==> src/source/modbusPkg.sv <==
// Modbus bridge definitions
`default_nettype none

package modbusPkg;

    // supported function codes
    localparam logic [7:0] FUN_READ_HOLDING = 8'h03;
    localparam logic [7:0] FUN_READ_INPUT   = 8'h04;

    // exception codes
    localparam logic [7:0] EXC_ILLEGAL_FUNCTION = 8'h01;
    localparam logic [7:0] EXC_ILLEGAL_ADDRESS  = 8'h02;
    localparam logic [7:0] EXC_ILLEGAL_QUANTITY = 8'h03;

    localparam logic [15:0] MAX_READ_QUANTITY = 16'd125;

    // reflected CRC-16/MODBUS
    localparam logic [15:0] CRC_INIT = 16'hFFFF;
    localparam logic [15:0] CRC_POLY = 16'hA001;

    localparam int REG_WIDTH = 16;

    // one accepted request, exceptionCode zero for a normal reply
    typedef struct packed {
        logic [7:0]  functionCode;
        logic [15:0] startAddress;
        logic [15:0] quantity;
        logic [7:0]  exceptionCode;
    } modbusRequest;

endpackage

`default_nettype wire
==> src/source/requestQueueIf.sv <==
// Request queue interface
`timescale 1ns/1ps
`default_nettype none

interface requestQueueIf
    import modbusPkg::*;
();
    logic         push;
    logic         pop;
    logic         empty;
    modbusRequest pushData;
    modbusRequest popData; // head entry, valid while !empty

    modport producer (output push, pushData);
    modport store    (input push, pushData, pop, output popData, empty);
    modport consumer (output pop, input popData, empty);

endinterface

`default_nettype wire

==> src/source/modbusWishboneBridge.sv <==
// Modbus RTU to Wishbone bridge
`timescale 1ns/1ps
`default_nettype none

module modbusWishboneBridge
    import modbusPkg::*;
#(
    parameter logic [7:0]               STATION_ADDRESS = 8'h37,
    parameter logic [15:0]              HOLDING_COUNT   = 16'd32,
    parameter logic [15:0]              INPUT_COUNT     = 16'd32,
    parameter int                       ADDRESS_WIDTH   = 24,
    parameter logic [ADDRESS_WIDTH-1:0] HOLDING_OFFSET  = 'hA00000,
    parameter logic [ADDRESS_WIDTH-1:0] INPUT_OFFSET    = 'hA00000,
    parameter int                       QUEUE_DEPTH     = 4
) (
    input  logic                     clk,
    input  logic                     rst,
    // uart receiver
    input  logic [7:0]               dataIn,
    input  logic                     dataReceived,
    input  logic                     parityError,
    input  logic                     silence,
    output logic                     receiveReq,
    // output fifo
    output logic [7:0]               dataOut,
    output logic                     writeReq,
    input  logic                     writeAck,
    // wishbone master, read only
    output logic [ADDRESS_WIDTH-1:0] wbAdrO,
    input  logic [REG_WIDTH-1:0]     wbDatI,
    output logic                     wbCycO,
    output logic                     wbStbO,
    input  logic                     wbAckI
);
    requestQueueIf requests ();

    modbusFrameParser #(
        .STATION_ADDRESS (STATION_ADDRESS),
        .HOLDING_COUNT   (HOLDING_COUNT),
        .INPUT_COUNT     (INPUT_COUNT)
    ) i_modbusFrameParser (
        .clk          (clk),
        .rst          (rst),
        .dataIn       (dataIn),
        .dataReceived (dataReceived),
        .parityError  (parityError),
        .silence      (silence),
        .receiveReq   (receiveReq),
        .queue        (requests.producer)
    );

    requestQueue #(
        .QUEUE_DEPTH (QUEUE_DEPTH)
    ) i_requestQueue (
        .clk   (clk),
        .rst   (rst),
        .queue (requests.store)
    );

    modbusResponder #(
        .ADDRESS_WIDTH   (ADDRESS_WIDTH),
        .STATION_ADDRESS (STATION_ADDRESS),
        .HOLDING_OFFSET  (HOLDING_OFFSET),
        .INPUT_OFFSET    (INPUT_OFFSET)
    ) i_modbusResponder (
        .clk      (clk),
        .rst      (rst),
        .writeAck (writeAck),
        .wbDatI   (wbDatI),
        .wbAckI   (wbAckI),
        .dataOut  (dataOut),
        .writeReq (writeReq),
        .wbAdrO   (wbAdrO),
        .wbCycO   (wbCycO),
        .wbStbO   (wbStbO),
        .queue    (requests.consumer)
    );

endmodule

`default_nettype wire

==> src/source/modbusResponder.sv <==
// Modbus reply generator with Wishbone reads
`timescale 1ns/1ps
`default_nettype none

module modbusResponder
    import modbusPkg::*;
#(
    parameter int                       ADDRESS_WIDTH   = 24,
    parameter logic [7:0]               STATION_ADDRESS = 8'h37,
    parameter logic [ADDRESS_WIDTH-1:0] HOLDING_OFFSET  = 'hA00000,
    parameter logic [ADDRESS_WIDTH-1:0] INPUT_OFFSET    = 'hA00000
) (
    input  logic                     clk,
    input  logic                     rst,
    input  logic                     writeAck,
    input  logic [REG_WIDTH-1:0]     wbDatI,
    input  logic                     wbAckI,
    output logic [7:0]               dataOut,
    output logic                     writeReq,
    output logic [ADDRESS_WIDTH-1:0] wbAdrO,
    output logic                     wbCycO,
    output logic                     wbStbO,
    requestQueueIf.consumer queue
);
    typedef enum logic [3:0] {
        TX_IDLE,
        TX_ADDRESS,
        TX_FUNCTION,
        TX_EXCEPTION,
        TX_BYTE_COUNT,
        TX_WB_READ,
        TX_DATA_HI,
        TX_DATA_LO,
        TX_CRC_LO,
        TX_CRC_HI
    } txState;

    txState       state;
    modbusRequest request;
    logic [7:0]   txByte;
    logic [7:0]   lowByte;
    logic [15:0]  regIndex;
    logic [15:0]  crc;
    logic         byteDone;
    logic         lastReg;
    logic         isException;
    logic         crcEnable;

    assign byteDone    = writeReq && writeAck;
    assign lastReg     = (regIndex + 16'd1 == request.quantity);
    assign isException = (request.exceptionCode != 8'h00);
    assign queue.pop   = (state == TX_IDLE) && !queue.empty;

    // crc bytes go out straight from the accumulator
    assign crcEnable = byteDone && state != TX_CRC_LO && state != TX_CRC_HI;
    assign dataOut   = (state == TX_CRC_LO) ? crc[7:0] :
                       (state == TX_CRC_HI) ? crc[15:8] : txByte;

    modbusCrc16 i_modbusCrc16 (
        .clk    (clk),
        .rst    (rst),
        .clear  (state == TX_IDLE),
        .enable (crcEnable),
        .data   (dataOut),
        .crc    (crc)
    );

    always_ff @(posedge clk) begin
        if (rst) begin
            state    <= TX_IDLE;
            writeReq <= 1'b0;
            wbCycO   <= 1'b0;
            wbStbO   <= 1'b0;
        end else begin
            case (state)
                TX_IDLE: begin
                    if (!queue.empty) begin
                        request  <= queue.popData;
                        regIndex <= 16'd0;
                        wbAdrO   <= ((queue.popData.functionCode == FUN_READ_HOLDING)
                                     ? HOLDING_OFFSET : INPUT_OFFSET)
                                    + ADDRESS_WIDTH'(queue.popData.startAddress);
                        txByte   <= STATION_ADDRESS;
                        writeReq <= 1'b1;
                        state    <= TX_ADDRESS;
                    end
                end
                TX_ADDRESS: begin
                    if (byteDone) begin
                        txByte <= isException ? {1'b1, request.functionCode[6:0]}
                                              : request.functionCode;
                        state  <= TX_FUNCTION;
                    end
                end
                TX_FUNCTION: begin
                    if (byteDone) begin
                        if (isException) begin
                            txByte <= request.exceptionCode;
                            state  <= TX_EXCEPTION;
                        end else begin
                            txByte <= {request.quantity[6:0], 1'b0}; // two bytes per reg
                            state  <= TX_BYTE_COUNT;
                        end
                    end
                end
                TX_EXCEPTION: begin
                    if (byteDone) begin
                        state <= TX_CRC_LO;
                    end
                end
                TX_BYTE_COUNT: begin
                    if (byteDone) begin
                        writeReq <= 1'b0;
                        wbCycO   <= 1'b1;
                        wbStbO   <= 1'b1;
                        state    <= TX_WB_READ;
                    end
                end
                TX_WB_READ: begin
                    if (wbAckI) begin
                        wbCycO   <= 1'b0;
                        wbStbO   <= 1'b0;
                        txByte   <= wbDatI[15:8];
                        lowByte  <= wbDatI[7:0];
                        writeReq <= 1'b1;
                        state    <= TX_DATA_HI;
                    end
                end
                TX_DATA_HI: begin
                    if (byteDone) begin
                        txByte <= lowByte;
                        state  <= TX_DATA_LO;
                    end
                end
                TX_DATA_LO: begin
                    if (byteDone) begin
                        if (lastReg) begin
                            state <= TX_CRC_LO;
                        end else begin
                            // next register
                            writeReq <= 1'b0;
                            wbCycO   <= 1'b1;
                            wbStbO   <= 1'b1;
                            wbAdrO   <= wbAdrO + 1'b1;
                            regIndex <= regIndex + 16'd1;
                            state    <= TX_WB_READ;
                        end
                    end
                end
                TX_CRC_LO: begin
                    if (byteDone) begin
                        state <= TX_CRC_HI;
                    end
                end
                TX_CRC_HI: begin
                    if (byteDone) begin
                        writeReq <= 1'b0;
                        state    <= TX_IDLE;
                    end
                end
                default: state <= TX_IDLE;
            endcase
        end
    end

endmodule

`default_nettype wire

==> src/source/requestQueue.sv <==
// Accepted request FIFO
`timescale 1ns/1ps
`default_nettype none

module requestQueue
    import modbusPkg::*;
#(
    parameter int QUEUE_DEPTH = 4
) (
    input logic clk,
    input logic rst,
    requestQueueIf.store queue
);
    localparam int PTR_WIDTH = (QUEUE_DEPTH > 1) ? $clog2(QUEUE_DEPTH) : 1;

    modbusRequest         entries [QUEUE_DEPTH];
    logic [PTR_WIDTH-1:0] rdPtr;
    logic [PTR_WIDTH-1:0] wrPtr;
    logic [PTR_WIDTH:0]   count;
    logic                 doPush;
    logic                 doPop;

    assign doPush = queue.push && (count != QUEUE_DEPTH); // full drops the request
    assign doPop  = queue.pop && (count != 0);

    assign queue.empty   = (count == 0);
    assign queue.popData = entries[rdPtr];

    always_ff @(posedge clk) begin
        if (rst) begin
            rdPtr <= '0;
            wrPtr <= '0;
            count <= '0;
        end else begin
            if (doPush) begin
                wrPtr <= (wrPtr == PTR_WIDTH'(QUEUE_DEPTH - 1)) ? '0 : wrPtr + 1'b1;
            end
            if (doPop) begin
                rdPtr <= (rdPtr == PTR_WIDTH'(QUEUE_DEPTH - 1)) ? '0 : rdPtr + 1'b1;
            end
            count <= count + doPush - doPop;
        end
    end

    always_ff @(posedge clk) begin
        if (doPush) begin
            entries[wrPtr] <= queue.pushData;
        end
    end

endmodule

`default_nettype wire

==> src/source/modbusFrameParser.sv <==
// Modbus RTU request parser
`timescale 1ns/1ps
`default_nettype none

module modbusFrameParser
    import modbusPkg::*;
#(
    parameter logic [7:0]  STATION_ADDRESS = 8'h37,
    parameter logic [15:0] HOLDING_COUNT   = 16'd32,
    parameter logic [15:0] INPUT_COUNT     = 16'd32
) (
    input  logic       clk,
    input  logic       rst,
    input  logic [7:0] dataIn,
    input  logic       dataReceived,
    input  logic       parityError,
    input  logic       silence,
    output logic       receiveReq,
    requestQueueIf.producer queue
);
    typedef enum logic [3:0] {
        RX_ADDRESS,
        RX_FUNCTION,
        RX_START_HI,
        RX_START_LO,
        RX_QUANTITY_HI,
        RX_QUANTITY_LO,
        RX_CRC_LO,
        RX_CRC_HI,
        RX_WAIT
    } rxState;

    rxState      state;
    logic [7:0]  functionCode;
    logic [15:0] startAddress;
    logic [15:0] quantity;
    logic [7:0]  crcLo;
    logic [7:0]  exceptionCode;
    logic [15:0] regCount;
    logic [16:0] endAddress;
    logic [15:0] crc;
    logic        byteValid;
    logic        crcEnable;
    logic        crcClear;

    assign byteValid = dataReceived && !parityError && !silence;
    // crc bytes themselves are not accumulated
    assign crcEnable = byteValid && (state inside {RX_ADDRESS, RX_FUNCTION, RX_START_HI,
                                                   RX_START_LO, RX_QUANTITY_HI,
                                                   RX_QUANTITY_LO});
    assign crcClear  = silence || (byteValid && state == RX_CRC_HI);

    modbusCrc16 i_modbusCrc16 (
        .clk    (clk),
        .rst    (rst),
        .clear  (crcClear),
        .enable (crcEnable),
        .data   (dataIn),
        .crc    (crc)
    );

    assign regCount   = (functionCode == FUN_READ_HOLDING) ? HOLDING_COUNT : INPUT_COUNT;
    assign endAddress = {1'b0, startAddress} + {1'b0, quantity};

    always_comb begin
        if (functionCode != FUN_READ_HOLDING && functionCode != FUN_READ_INPUT) begin
            exceptionCode = EXC_ILLEGAL_FUNCTION;
        end else if (quantity == 16'd0 || quantity > MAX_READ_QUANTITY) begin
            exceptionCode = EXC_ILLEGAL_QUANTITY;
        end else if (endAddress > {1'b0, regCount}) begin
            exceptionCode = EXC_ILLEGAL_ADDRESS;
        end else begin
            exceptionCode = 8'h00;
        end
    end

    assign queue.pushData = '{functionCode:  functionCode,
                              startAddress:  startAddress,
                              quantity:      quantity,
                              exceptionCode: exceptionCode};

    always_ff @(posedge clk) begin
        if (rst) begin
            state      <= RX_ADDRESS;
            receiveReq <= 1'b0;
            queue.push <= 1'b0;
        end else begin
            receiveReq <= dataReceived;
            queue.push <= 1'b0;
            if (silence) begin
                state <= RX_ADDRESS;
            end else if (dataReceived) begin
                if (parityError) begin
                    state <= RX_WAIT; // drop rest of frame
                end else begin
                    case (state)
                        RX_ADDRESS:     state <= (dataIn == STATION_ADDRESS) ? RX_FUNCTION
                                                                             : RX_WAIT;
                        RX_FUNCTION:    state <= RX_START_HI;
                        RX_START_HI:    state <= RX_START_LO;
                        RX_START_LO:    state <= RX_QUANTITY_HI;
                        RX_QUANTITY_HI: state <= RX_QUANTITY_LO;
                        RX_QUANTITY_LO: state <= RX_CRC_LO;
                        RX_CRC_LO:      state <= RX_CRC_HI;
                        RX_CRC_HI: begin
                            queue.push <= ({dataIn, crcLo} == crc);
                            state      <= RX_ADDRESS;
                        end
                        default: ; // wait for silence
                    endcase
                end
            end
        end
    end

    // frame fields, big-endian on the wire
    always_ff @(posedge clk) begin
        if (byteValid) begin
            case (state)
                RX_FUNCTION:    functionCode       <= dataIn;
                RX_START_HI:    startAddress[15:8] <= dataIn;
                RX_START_LO:    startAddress[7:0]  <= dataIn;
                RX_QUANTITY_HI: quantity[15:8]     <= dataIn;
                RX_QUANTITY_LO: quantity[7:0]      <= dataIn;
                RX_CRC_LO:      crcLo              <= dataIn;
                default: ;
            endcase
        end
    end

endmodule

`default_nettype wire

==> src/source/modbusCrc16.sv <==
// Modbus CRC-16 accumulator
`timescale 1ns/1ps
`default_nettype none

module modbusCrc16
    import modbusPkg::*;
(
    input  logic        clk,
    input  logic        rst,
    input  logic        clear,
    input  logic        enable,
    input  logic [7:0]  data,
    output logic [15:0] crc
);
    logic [15:0] nextCrc;

    // lsb first, one byte per enable
    always_comb begin
        nextCrc = crc ^ {8'h00, data};
        for (int i = 0; i < 8; i++) begin
            if (nextCrc[0]) begin
                nextCrc = (nextCrc >> 1) ^ CRC_POLY;
            end else begin
                nextCrc = nextCrc >> 1;
            end
        end
    end

    always_ff @(posedge clk) begin
        if (rst || clear) begin
            crc <= CRC_INIT;
        end else if (enable) begin
            crc <= nextCrc;
        end
    end

endmodule

`default_nettype wire

==> config.mk <==
export PLATFORM = sky130hd
export DESIGN_NAME = modbusWishboneBridge
export DESIGN_NICKNAME = d
export VERILOG_FILES = /design/src/source/modbusPkg.sv /design/src/source/requestQueueIf.sv /design/src/source/modbusWishboneBridge.sv /design/src/source/modbusResponder.sv /design/src/source/requestQueue.sv /design/src/source/modbusFrameParser.sv /design/src/source/modbusCrc16.sv
export SDC_FILE = /design/constraint.sdc
export NUM_CORES = 1
export LEC_CHECK = 0
export ABC_AREA = 1
export BUFFER_PORTS_ARGS = -buffer_cell sky130_fd_sc_hd__clkbuf_2
export CORE_ASPECT_RATIO = 2
export CORE_UTILIZATION = 30
export CTS_CLUSTER_DIAMETER = 60
export DETAILED_ROUTE_END_ITERATION = 8
export GPL_ROUTABILITY_DRIVEN = 0
export PLACE_DENSITY_LB_ADDON = 0.15
export REMOVE_ABC_BUFFERS = 1
export SLEW_MARGIN = 20
export SYNTH_ARGS = -nofsm -noshare
export SYNTH_HDL_FRONTEND = slang
export SYNTH_SLANG_ARGS = --single-unit
export TNS_END_PERCENT = 50
==> constraint.sdc <==
create_clock -name clk -period 5.8 [get_ports clk]
set_input_delay 0.29 -clock clk [delete_from_list [all_inputs] [get_ports clk]]
set_output_delay 0.29 -clock clk [all_outputs]
set_load 0.01 [all_outputs]
; ---- Word-level counts from Yosys, hierarchy flattened
; Memory sizes are Yosys's and may differ from the RTL's. A register that Yosys moved wholly into a read port is not among the register bits.
; Index checks and enable logic that the tools add are counted.
[classes]
addsub = 8
magnitude_cmp = 2
n_eq_ne = 38
muxes = 70
n_bitwise = 22
reduce_logical = 47
[ops]
columns = operator, count
row1 = 2-to-1 mux 16 bit, 19
row2 = 2-to-1 mux 8 bit, 11
row3 = 2-to-1 mux 24 bit, 3
row4 = 2-to-1 mux 4 bit, 13
row5 = inverter 2 -> 3 bit, 16
row6 = one-hot mux 24 bit (2 select lines), 1
row7 = one-hot mux 4 bit (10 select lines), 1
row8 = one-hot mux 8 bit (5 select lines), 1
row9 = equality test 16 bit, 2
row10 = "equality test 4 x 3 -> 1 bit, second input constant", 8
row11 = one-hot mux 16 bit (2 select lines), 1
row12 = one-hot mux 4 bit (8 select lines), 1
row13 = XOR 16 x 8 -> 16 bit, 2
row14 = "adder 24 x 1 -> 24 bit, second input constant", 1
row15 = "adder 24 x 16 -> 24 bit, first input constant", 1
row16 = "!= test 2 x 1 -> 1 bit, second input constant", 9
row17 = adder 16 x 16 -> 17 bit, 1
row18 = "greater-than comparator 17 x 6 -> 1 bit, second input constant", 1
row19 = "adder 16 x 1 -> 16 bit, second input constant", 1
row20 = "equality test 4 x 2 -> 1 bit, second input constant", 4
row21 = "greater-than comparator 16 x 7 -> 1 bit, second input constant", 1
row22 = zero test 16 bit, 1
row23 = AND reduction 2 bit, 7
row24 = logical AND 1 bit, 11
row25 = other kinds (36), 70
[word_totals]
ff_bits = 187
ram_bits = 192
inputBits = 31
word_cells = 212
memories = 1
[memory_table]
columns = name, words, word_bits, read_ports, rd_clocked_by_memory_dff, wr, line
row1 = i_requestQueue.entries, 4, 48, 1, 1, 1, requestQueue.sv:16  ; modbusRequest entries [QUEUE_DEPTH];

; ---- Logic depth before layout (Yosys ltp)
; Gate-level depths: netlist (run 1).
[depth]
word_depth = 20
depth_mapped = 18
ltp_nobuf = 18

; ---- Cells and area by module
; A second synthesis (run 1) with hierarchy kept.
[unflattened]
cells_unflattened = 1804
hier_area_um2 = 18271.3
[modules_own_cells]
columns = mod, instances, cells_per_inst, area_per_inst_um2
row1 = requestQueue, 1, 534, 7674.9
row2 = modbusResponder, 1, 590, 5154.9
row3 = modbusFrameParser, 1, 404, 3294.4
row4 = modbusCrc16, 2, 138, 1073.5

; ---- Least setup slack after synthesis (run 1)
; Ideal clock, no wire load.
[synth_timing]
path_type = reg-to-reg
start = register i_modbusResponder.regIndex[0]
end = register i_modbusResponder.regIndex[0] (enable)
t_arrival_ps = 4276
required_time_ps = 5313
slack_ps = 1037
path_stages_with_launch = 11
path_cell_list = edfxtp_1 ha_1 nand3_1 xor2_1 xnor2_1 nor2_1 nand2_1 nor2_1 nand4_2 nand2_1 nor3_1
[synth_via]
elab_chain_cells = 4
[synth_rtl]
columns = item, line
row1 = from (decl), modbusResponder.sv:42  ; logic [15:0] regIndex;
row2 = from (signal assigned), modbusResponder.sv:145  ; regIndex <= regIndex + 16'd1;
row3 = adder 16 x 1 -> 16 bit, modbusResponder.sv:50  ; assign lastReg = (regIndex + 16'd1 == request.quantity);
row4 = equality test 16 bit, modbusResponder.sv:50
row5 = != test 2 bit (no source line), --
row6 = AND reduction 5 bit (no source line), --
; No other way between the ends.
; A chain may end at the register's enable or synchronous reset.

; ---- Worst setup path after layout (run 1)
[layout_timing]
start = register i_modbusResponder.state[0]
end = register i_requestQueue.count[2]
[layout_via]
elab_chain_cells = 4
[layout_rtl]
columns = item, line
row1 = from (decl), modbusResponder.sv:38  ; txState state;
row2 = from (signal assigned), modbusResponder.sv:70  ; state <= TX_IDLE;
row3 = from (signal assigned), modbusResponder.sv:85  ; state <= TX_ADDRESS;
row4 = from (signal assigned), modbusResponder.sv:92  ; state <= TX_FUNCTION;
row5 = zero test 4 bit, modbusResponder.sv:52  ; assign queue.pop = (state == TX_IDLE) && !queue.empty;
row6 = logical AND 1 bit, modbusResponder.sv:52
row7 = logical AND 1 bit, requestQueue.sv:24  ; assign doPop = queue.pop && (count != 0);
row8 = named net i_requestQueue.doPop, requestQueue.sv:21  ; logic doPop;
row9 = subtractor 3 x 1 -> 3 bit, requestQueue.sv:41  ; count <= count + doPush - doPop;
row10 = to (signal assigned), requestQueue.sv:41
row11 = to (decl), requestQueue.sv:19  ; logic [PTR_WIDTH:0] count;
; The timed path passes the listed nets, and every way through them passes these cells.

==> results.cfg, run 1 <==
[setup_path]
path_max_fanout = 8
slowest_delay_ps = 420
path_cells = nor2_4 > inv_1 > nor2_1 > inv_1 > nor2_1 > ha_1 > inv_1 > ha_1 > inv_1 > fa_1 > xor2_1 > o21ai_0 > a21oi_1
crit_required_ps = 6230
cp_common_cell = inv_1
crit_path_start_kind = flop
cpLargestDelayFamily = simple AND/OR/NAND/NOR gates
cp_slowest_cell = dfxtp_1
critPathArrivalTime_ps = 3290
crit_type = flop to flop
cp-end-kind = flop
critPathBufInv = 4

[synth]
ys_seq_area_share_pct = 62.0
synth_area_mm2 = 0.0161
synth_top_cell_by_area = edfxtp_1
synth_flop_cell = edfxtp_1
avgSynthCellArea_um2 = 10.4
synth_edf_count = 298
ys_ff_latch = 351
synth_top_area_share_pct = 55.4
synth_area_leaders = edfxtp_1, nand2_1, dfxtp_1
ys_types = 55
yosysWarningCount = 0
async_flop_share_pct = 0
syn_inst = 1553

[sta]
slew_violations = 0
slew_headroom_pct = 29.8
fin_crit_ps = 2860
final-hold-violation-count = 0
tns_ps = 0
setup_viol = 0
timing.final.crit_share_pct = 49.3
max_slew.worst_pin.slew_ps = 1050
finalClockSkew_ps = 15.9
rsz0062_at_grt = false
fmax_mhz = 350

[route]
drt_first_pass_iters = 6
via_per_inst = 4.89
wl_per_cell_um = 19.2
drc_errors = 7
wl_um = 44700
postRouteAntennaNets = 0
via_count = 11400
drt_iter0_markers = 624

[global_routing]
grt_max_degree = 74
grt_pass1_wl_um = 68100
grt_pass1_vias = 11600
grt_overflow_total = 0
antenna_found_initial = 0
track_usage_pct = 16.5

[final_layout]
final_cells = 2334
mostFrequentLayoutCells = edfxtp_1, nand2_1, nor2_1, inv_1, o21ai_0
syn_to_final_growth_pct = 15.2
final_common_cell = edfxtp_1
antenna_cells = 0
nets = 1700
fin_util_pct = 35.2
layout-drive-gt1-share_pct = 12.8
fillCellCount = 5232

[cts]
cts.sinks = 351
path_clk_slew_ps = 60
htree_levels = 2
cts-buffers-inserted = 37
clk_latency_ps = 550
cts-root-buf = clkbuf_16
cts_tree = built
postCtsSetupRepairBufs = 0
clockBufferDepth = 3

[power]
power_leakage_nw = 7.06
power_density_mw_per_mm2 = 418
max-vdd-ir-drop_v = 0.000213

[run_status]
outcome = complete, but fails checks
violations = design-rule violations

[die]
core-area_mm2 = 0.0529
placementRows = 119
die-area_mm2 = 0.0548
io-pin-count = 67
initial_utilization_pct = 30.6
die_x_um = 166
die_h_um = 330

[hold_path]
worstHoldPathType = input pin to flop

[flow_run]
maxCapViolCount = 0

[placed_design]
place_inst = 2260
hpwl_um = 31500
port_buffers = 66
[registers in the layout, summed over array words and instances (netlist names), 2 cells and up, named ones only]
register	flops
i_modbusFrameParser.i_modbusCrc16.crc	16
i_modbusFrameParser.state	4
i_modbusResponder.i_modbusCrc16.crc	16
i_modbusResponder.wbAdrO	24
i_modbusResponder.request	26
i_requestQueue.count	3
i_modbusResponder.txByte	8
i_modbusResponder.regIndex	16
i_modbusResponder.lowByte	8
i_requestQueue.entries	168
i_modbusFrameParser.quantity	16
i_modbusFrameParser.functionCode	8
i_modbusResponder.state	4
i_modbusFrameParser.crcLo	8
i_requestQueue.rdPtr	2
i_requestQueue.wrPtr	2
i_modbusFrameParser.startAddress	16
[final cells by class]
cell class	count	area, um2	share of cell area (%)
flip-flops and latches	351	10000	53.8
inverters	140	528	2.84
repair buffers	90	531	2.85
clock inverters	20	194	1.04
multi-input cells	1022	5500	29.6
clock buffers	46	1010	5.44
well taps	665	832	4.47
[per-stage QoR]
stage,hold slack [ps],area (um2),power [mW],setup WS (ps)
finish,73.0,18600,7.78,2940
global route,68.2,18600,8.22,2670
CTS,46.9,18600,7.91,2900
detailed placement,469,17300,5.47,2920
global placement,468,17300,5.45,2970
floorplan,357,16000,4.69,1040
[final timing paths]
check / from / endpoint / slack (ps) / cells past startpoint
setup / recovery: i_modbusResponder.state[0] / i_requestQueue.count[2] / 2940 / 13
hold / removal: wbDatI[10] / i_modbusResponder.txByte[2] / 70 / 3
setup reg to reg: i_modbusResponder.state[0] / i_requestQueue.count[2] / 2940 / 13
hold reg to reg: i_requestQueue.count[2] / i_requestQueue.count[2] / 510 / 1
[cell families (layout without fill, tap and decap cells)]
kind of cell | count (synthesis) | count (layout) | synth area share (%)
fa+ha+maj | 27 | 27 | 2.19
flops | 351 | 351 | 62.0
xor+xnor | 56 | 56 | 3.08
buf+inv | 180 | 296 | 4.32
simple gates | 674 | 674 | 18.8
compound gates | 265 | 265 | 9.61
[timing repair]
action / CTS / global route
endpoints found under the hold margin: 8 / 0
hold buffers: 8 / 0
gates resized for setup: 0 / 0
[where the power goes]
group / switching (mW) / internal [mW]
clock: 1.03 / 1.38
combinational: 1.42 / 0.651
sequential: 0.225 / 3.07
total: 2.67 / 5.11
[tightest hold or removal path, delay by kind of cell]
family / cells / cell delay (ps)
AND/OR/NAND/NOR: 2 / 130
buffers and inverters: 1 / 80
[metal layers]
layer	GRT usage [%]	share of wire, %	vias to the layer above
li1	-	-	5608
met1	15.9	36	5501
met2	34.1	57	212
met3	1.86	2.8	90
met4	7.52	4.0	0
met5	0	0	-
[synthesized netlist by cell type (30+ instances only)]
master,number
a21oi_1,59
xnor2_1,30
inv_1,129
nand2_1,294
clkbuf_1,32
o22ai_1,35
dfxtp_1,53
edfxtp_1,298
o21ai_0,113
nor2_1,185
nand3_1,85
(Power assumes the default switching activity.)
==> run 2: changes to the inputs <==
==> constraint.sdc (replaced) <==
create_clock -name clk -period 2.9 [get_ports clk]
set_input_delay 0.145 -clock clk [delete_from_list [all_inputs] [get_ports clk]]
set_output_delay 0.145 -clock clk [all_outputs]
set_load 0.01 [all_outputs]
==> run 2 against run 1 <==
Effect of this change:
- the run still ends with design-rule violations left
- largest power group unchanged
- via count rose by 0.67%
- routed wire length did not move
- sequential share of layout area shrank 1.0 points
==> results.cfg, run 2 (same netlist as run 1, synthesis figures left out) <==
[placed_design]
place_inst = 2288
placed_cell_area_mm2 = 0.0176
hpwl_um = 31500
port_buffers = 66

[final_layout]
multi_input_area_mm2 = 0.00549
antenna_cells = 0
design_area_mm2 = 0.0190
final_common_cell = edfxtp_1
largest_register = i_requestQueue.entries
nets = 1740
mostFrequentLayoutCells = edfxtp_1, nand2_1, nor2_1, inv_1, o21ai_0
seqCellArea_mm2 = 0.0100
fillCellCount = 5275
layout-drive-gt1-share_pct = 14.0
final_cells = 2374
largest_register_ffs = 168
reg_top3 = i_requestQueue.entries (168), i_modbusResponder.request (26), i_modbusResponder.wbAdrO (24)
syn_to_final_growth_pct = 17.5

[die]
die_x_um = 166
placementRows = 119
die_h_um = 330
io-pin-count = 67
initial_utilization_pct = 30.6
core-area_mm2 = 0.0529
die-area_mm2 = 0.0548

[run_status]
violations = design-rule violations
outcome = complete, but fails checks

[cts]
clk_latency_ps = 540
cts-root-buf = clkbuf_16
clockBufferDepth = 3
path_clk_slew_ps = 60
cts-buffers-inserted = 36
cts_tree = built
htree_levels = 2
cts.sinks = 351

[sta]
slew_violations = 0
max_slew.worst_pin.slew_ps = 760
timing.final.crit_share_pct = 90.6
slew_headroom_pct = 49.3
finalClockSkew_ps = 27.2
setup_viol = 0
fmax_mhz = 381
fin_crit_ps = 2630
fin_hold_ws_ps = 41.1
rsz0062_at_grt = false
final-hold-violation-count = 0

[power]
power_leakage_nw = 7.25
max-vdd-ir-drop_v = 0.000369
power_density_mw_per_mm2 = 821

[route]
top_layer = met4
route.met2.wl_um = 25900
wl_per_cell_um = 18.8
drt_first_pass_iters = 7
via_count = 11500
drt_iter0_markers = 636
dr_wl_met3_um = 1330
postRouteAntennaNets = 0
m1WireLength_um = 15800
wl_um = 44700
drc_errors = 7
via_per_inst = 4.84

[setup_path]
r2r_cells = 11
crit_required_ps = 3100
cp-end-kind = flop
timing.rr.start = i_modbusResponder.regIndex[0]
crit_path_start_kind = flop
path_max_fanout = 40
crit_type = flop to flop
reg2reg_slack_ps = 270
critPathArrivalTime_ps = 2830
reg2reg_to = i_modbusResponder.wbAdrO[10]

[hold_path]
worstHoldPathType = input pin to flop
hp-start = wbDatI[9]
hold-path-endpoint = i_modbusResponder.txByte[1]
hold_path_depth = 5

[global_routing]
track_usage_pct = 16.6
antenna_found_initial = 0
grt_max_degree = 61
grt_pass1_wl_um = 68800
grt_overflow_total = 0
grt_pass1_vias = 11900

[flow_run]
maxCapViolCount = 0
==> run 2: changes by cell type in the layout (fill, tap and decap cells not counted), moves of 2 or more <==
cell,change
buf_4,+24
dlygate4sd3_1,+12
buf_12,+5
clkinvlp_4,+3
clkbuf_16,-2
clkinv_1,-2
nor3_1,+2
nor3_2,-2
==> run 2: how the worst max path moves through the flow <==
| stage | start | to | slack (ps) | depth (start not counted) |
|---|---|---|---|---|
| floorplan | i_modbusResponder.regIndex[0] | i_modbusResponder.regIndex[0] | -1860 | 10 |
| global placement | i_modbusFrameParser.startAddress[0] | i_requestQueue.entries[2][1] | 230 | 13 |
| detailed placement | i_modbusResponder.regIndex[0] | i_modbusResponder.wbAdrO[0] | 250 | 13 |
| CTS | i_modbusResponder.regIndex[0] | i_modbusResponder.wbAdrO[0] | 230 | 13 |
| global route | i_modbusResponder.regIndex[0] | i_modbusResponder.wbAdrO[0] | 30 | 13 |
| finish | i_modbusResponder.regIndex[0] | i_modbusResponder.wbAdrO[10] | 270 | 11 |
==> run 2: critical path: stages (launching register included) <==
cell,delay (ps)
edfxtp_1,480
ha_1,310
nand3_1,190
xor2_1,300
xnor2_1,160
nor2_1,60
nand2_1,60
nor2_1,50
nand4_2,110
nand2_1,70
nor3_2,190
buf_12,270
==> run 2: metal layers <==
| layer | up-vias | global-route usage (%) |
|---|---|---|
| met2 | 218 | 34.5 |
| met3 | 76 | 1.71 |
| met1 | 5517 | 16.0 |
| met5 | - | 0 |
| met4 | 0 | 7.38 |
| li1 | 5676 | - |
==> run 2: timing repair <==
item | CTS | global route
hold endpoints to repair | 21 | 0
gates resized for setup | 0 | 1
setup buffers | 0 | 1
hold buffers | 20 | 0
endpoints found under the setup margin | 0 | 4
==> run 2: through the flow <==
stage	setup TNS (ps)	util (%)	power [mW]	worst slack [ps]
5_1_grt	0	35.9	16.5	27.2
6_report	0	35.9	15.6	272
4_1_cts	0	35.9	15.8	232
3_5_place_dp	0	33.3	11.0	250
2_1_floorplan	-98790	-	9.38	-1860
3_3_place_gp	0	33.3	11.0	225
==> run 2: where the power goes <==
| group | internal [mW] | total (mW) | switching, mW |
|---|---|---|---|
| Sequential | 6.15 | 6.60 | 0.450 |
| Clock | 2.76 | 4.73 | 1.98 |
| Combinational | 1.39 | 4.25 | 2.85 |
==> run 2: cell type report <==
type                    instances  share of cell area [%]
flip-flops and latches        351                    52.8
inverters                     140                    2.78
repair buffers                131                    4.91
well taps                     665                    4.39
clock buffers                  45                    5.14
clock inverters                20                    1.10
multi-input cells            1022                    28.9
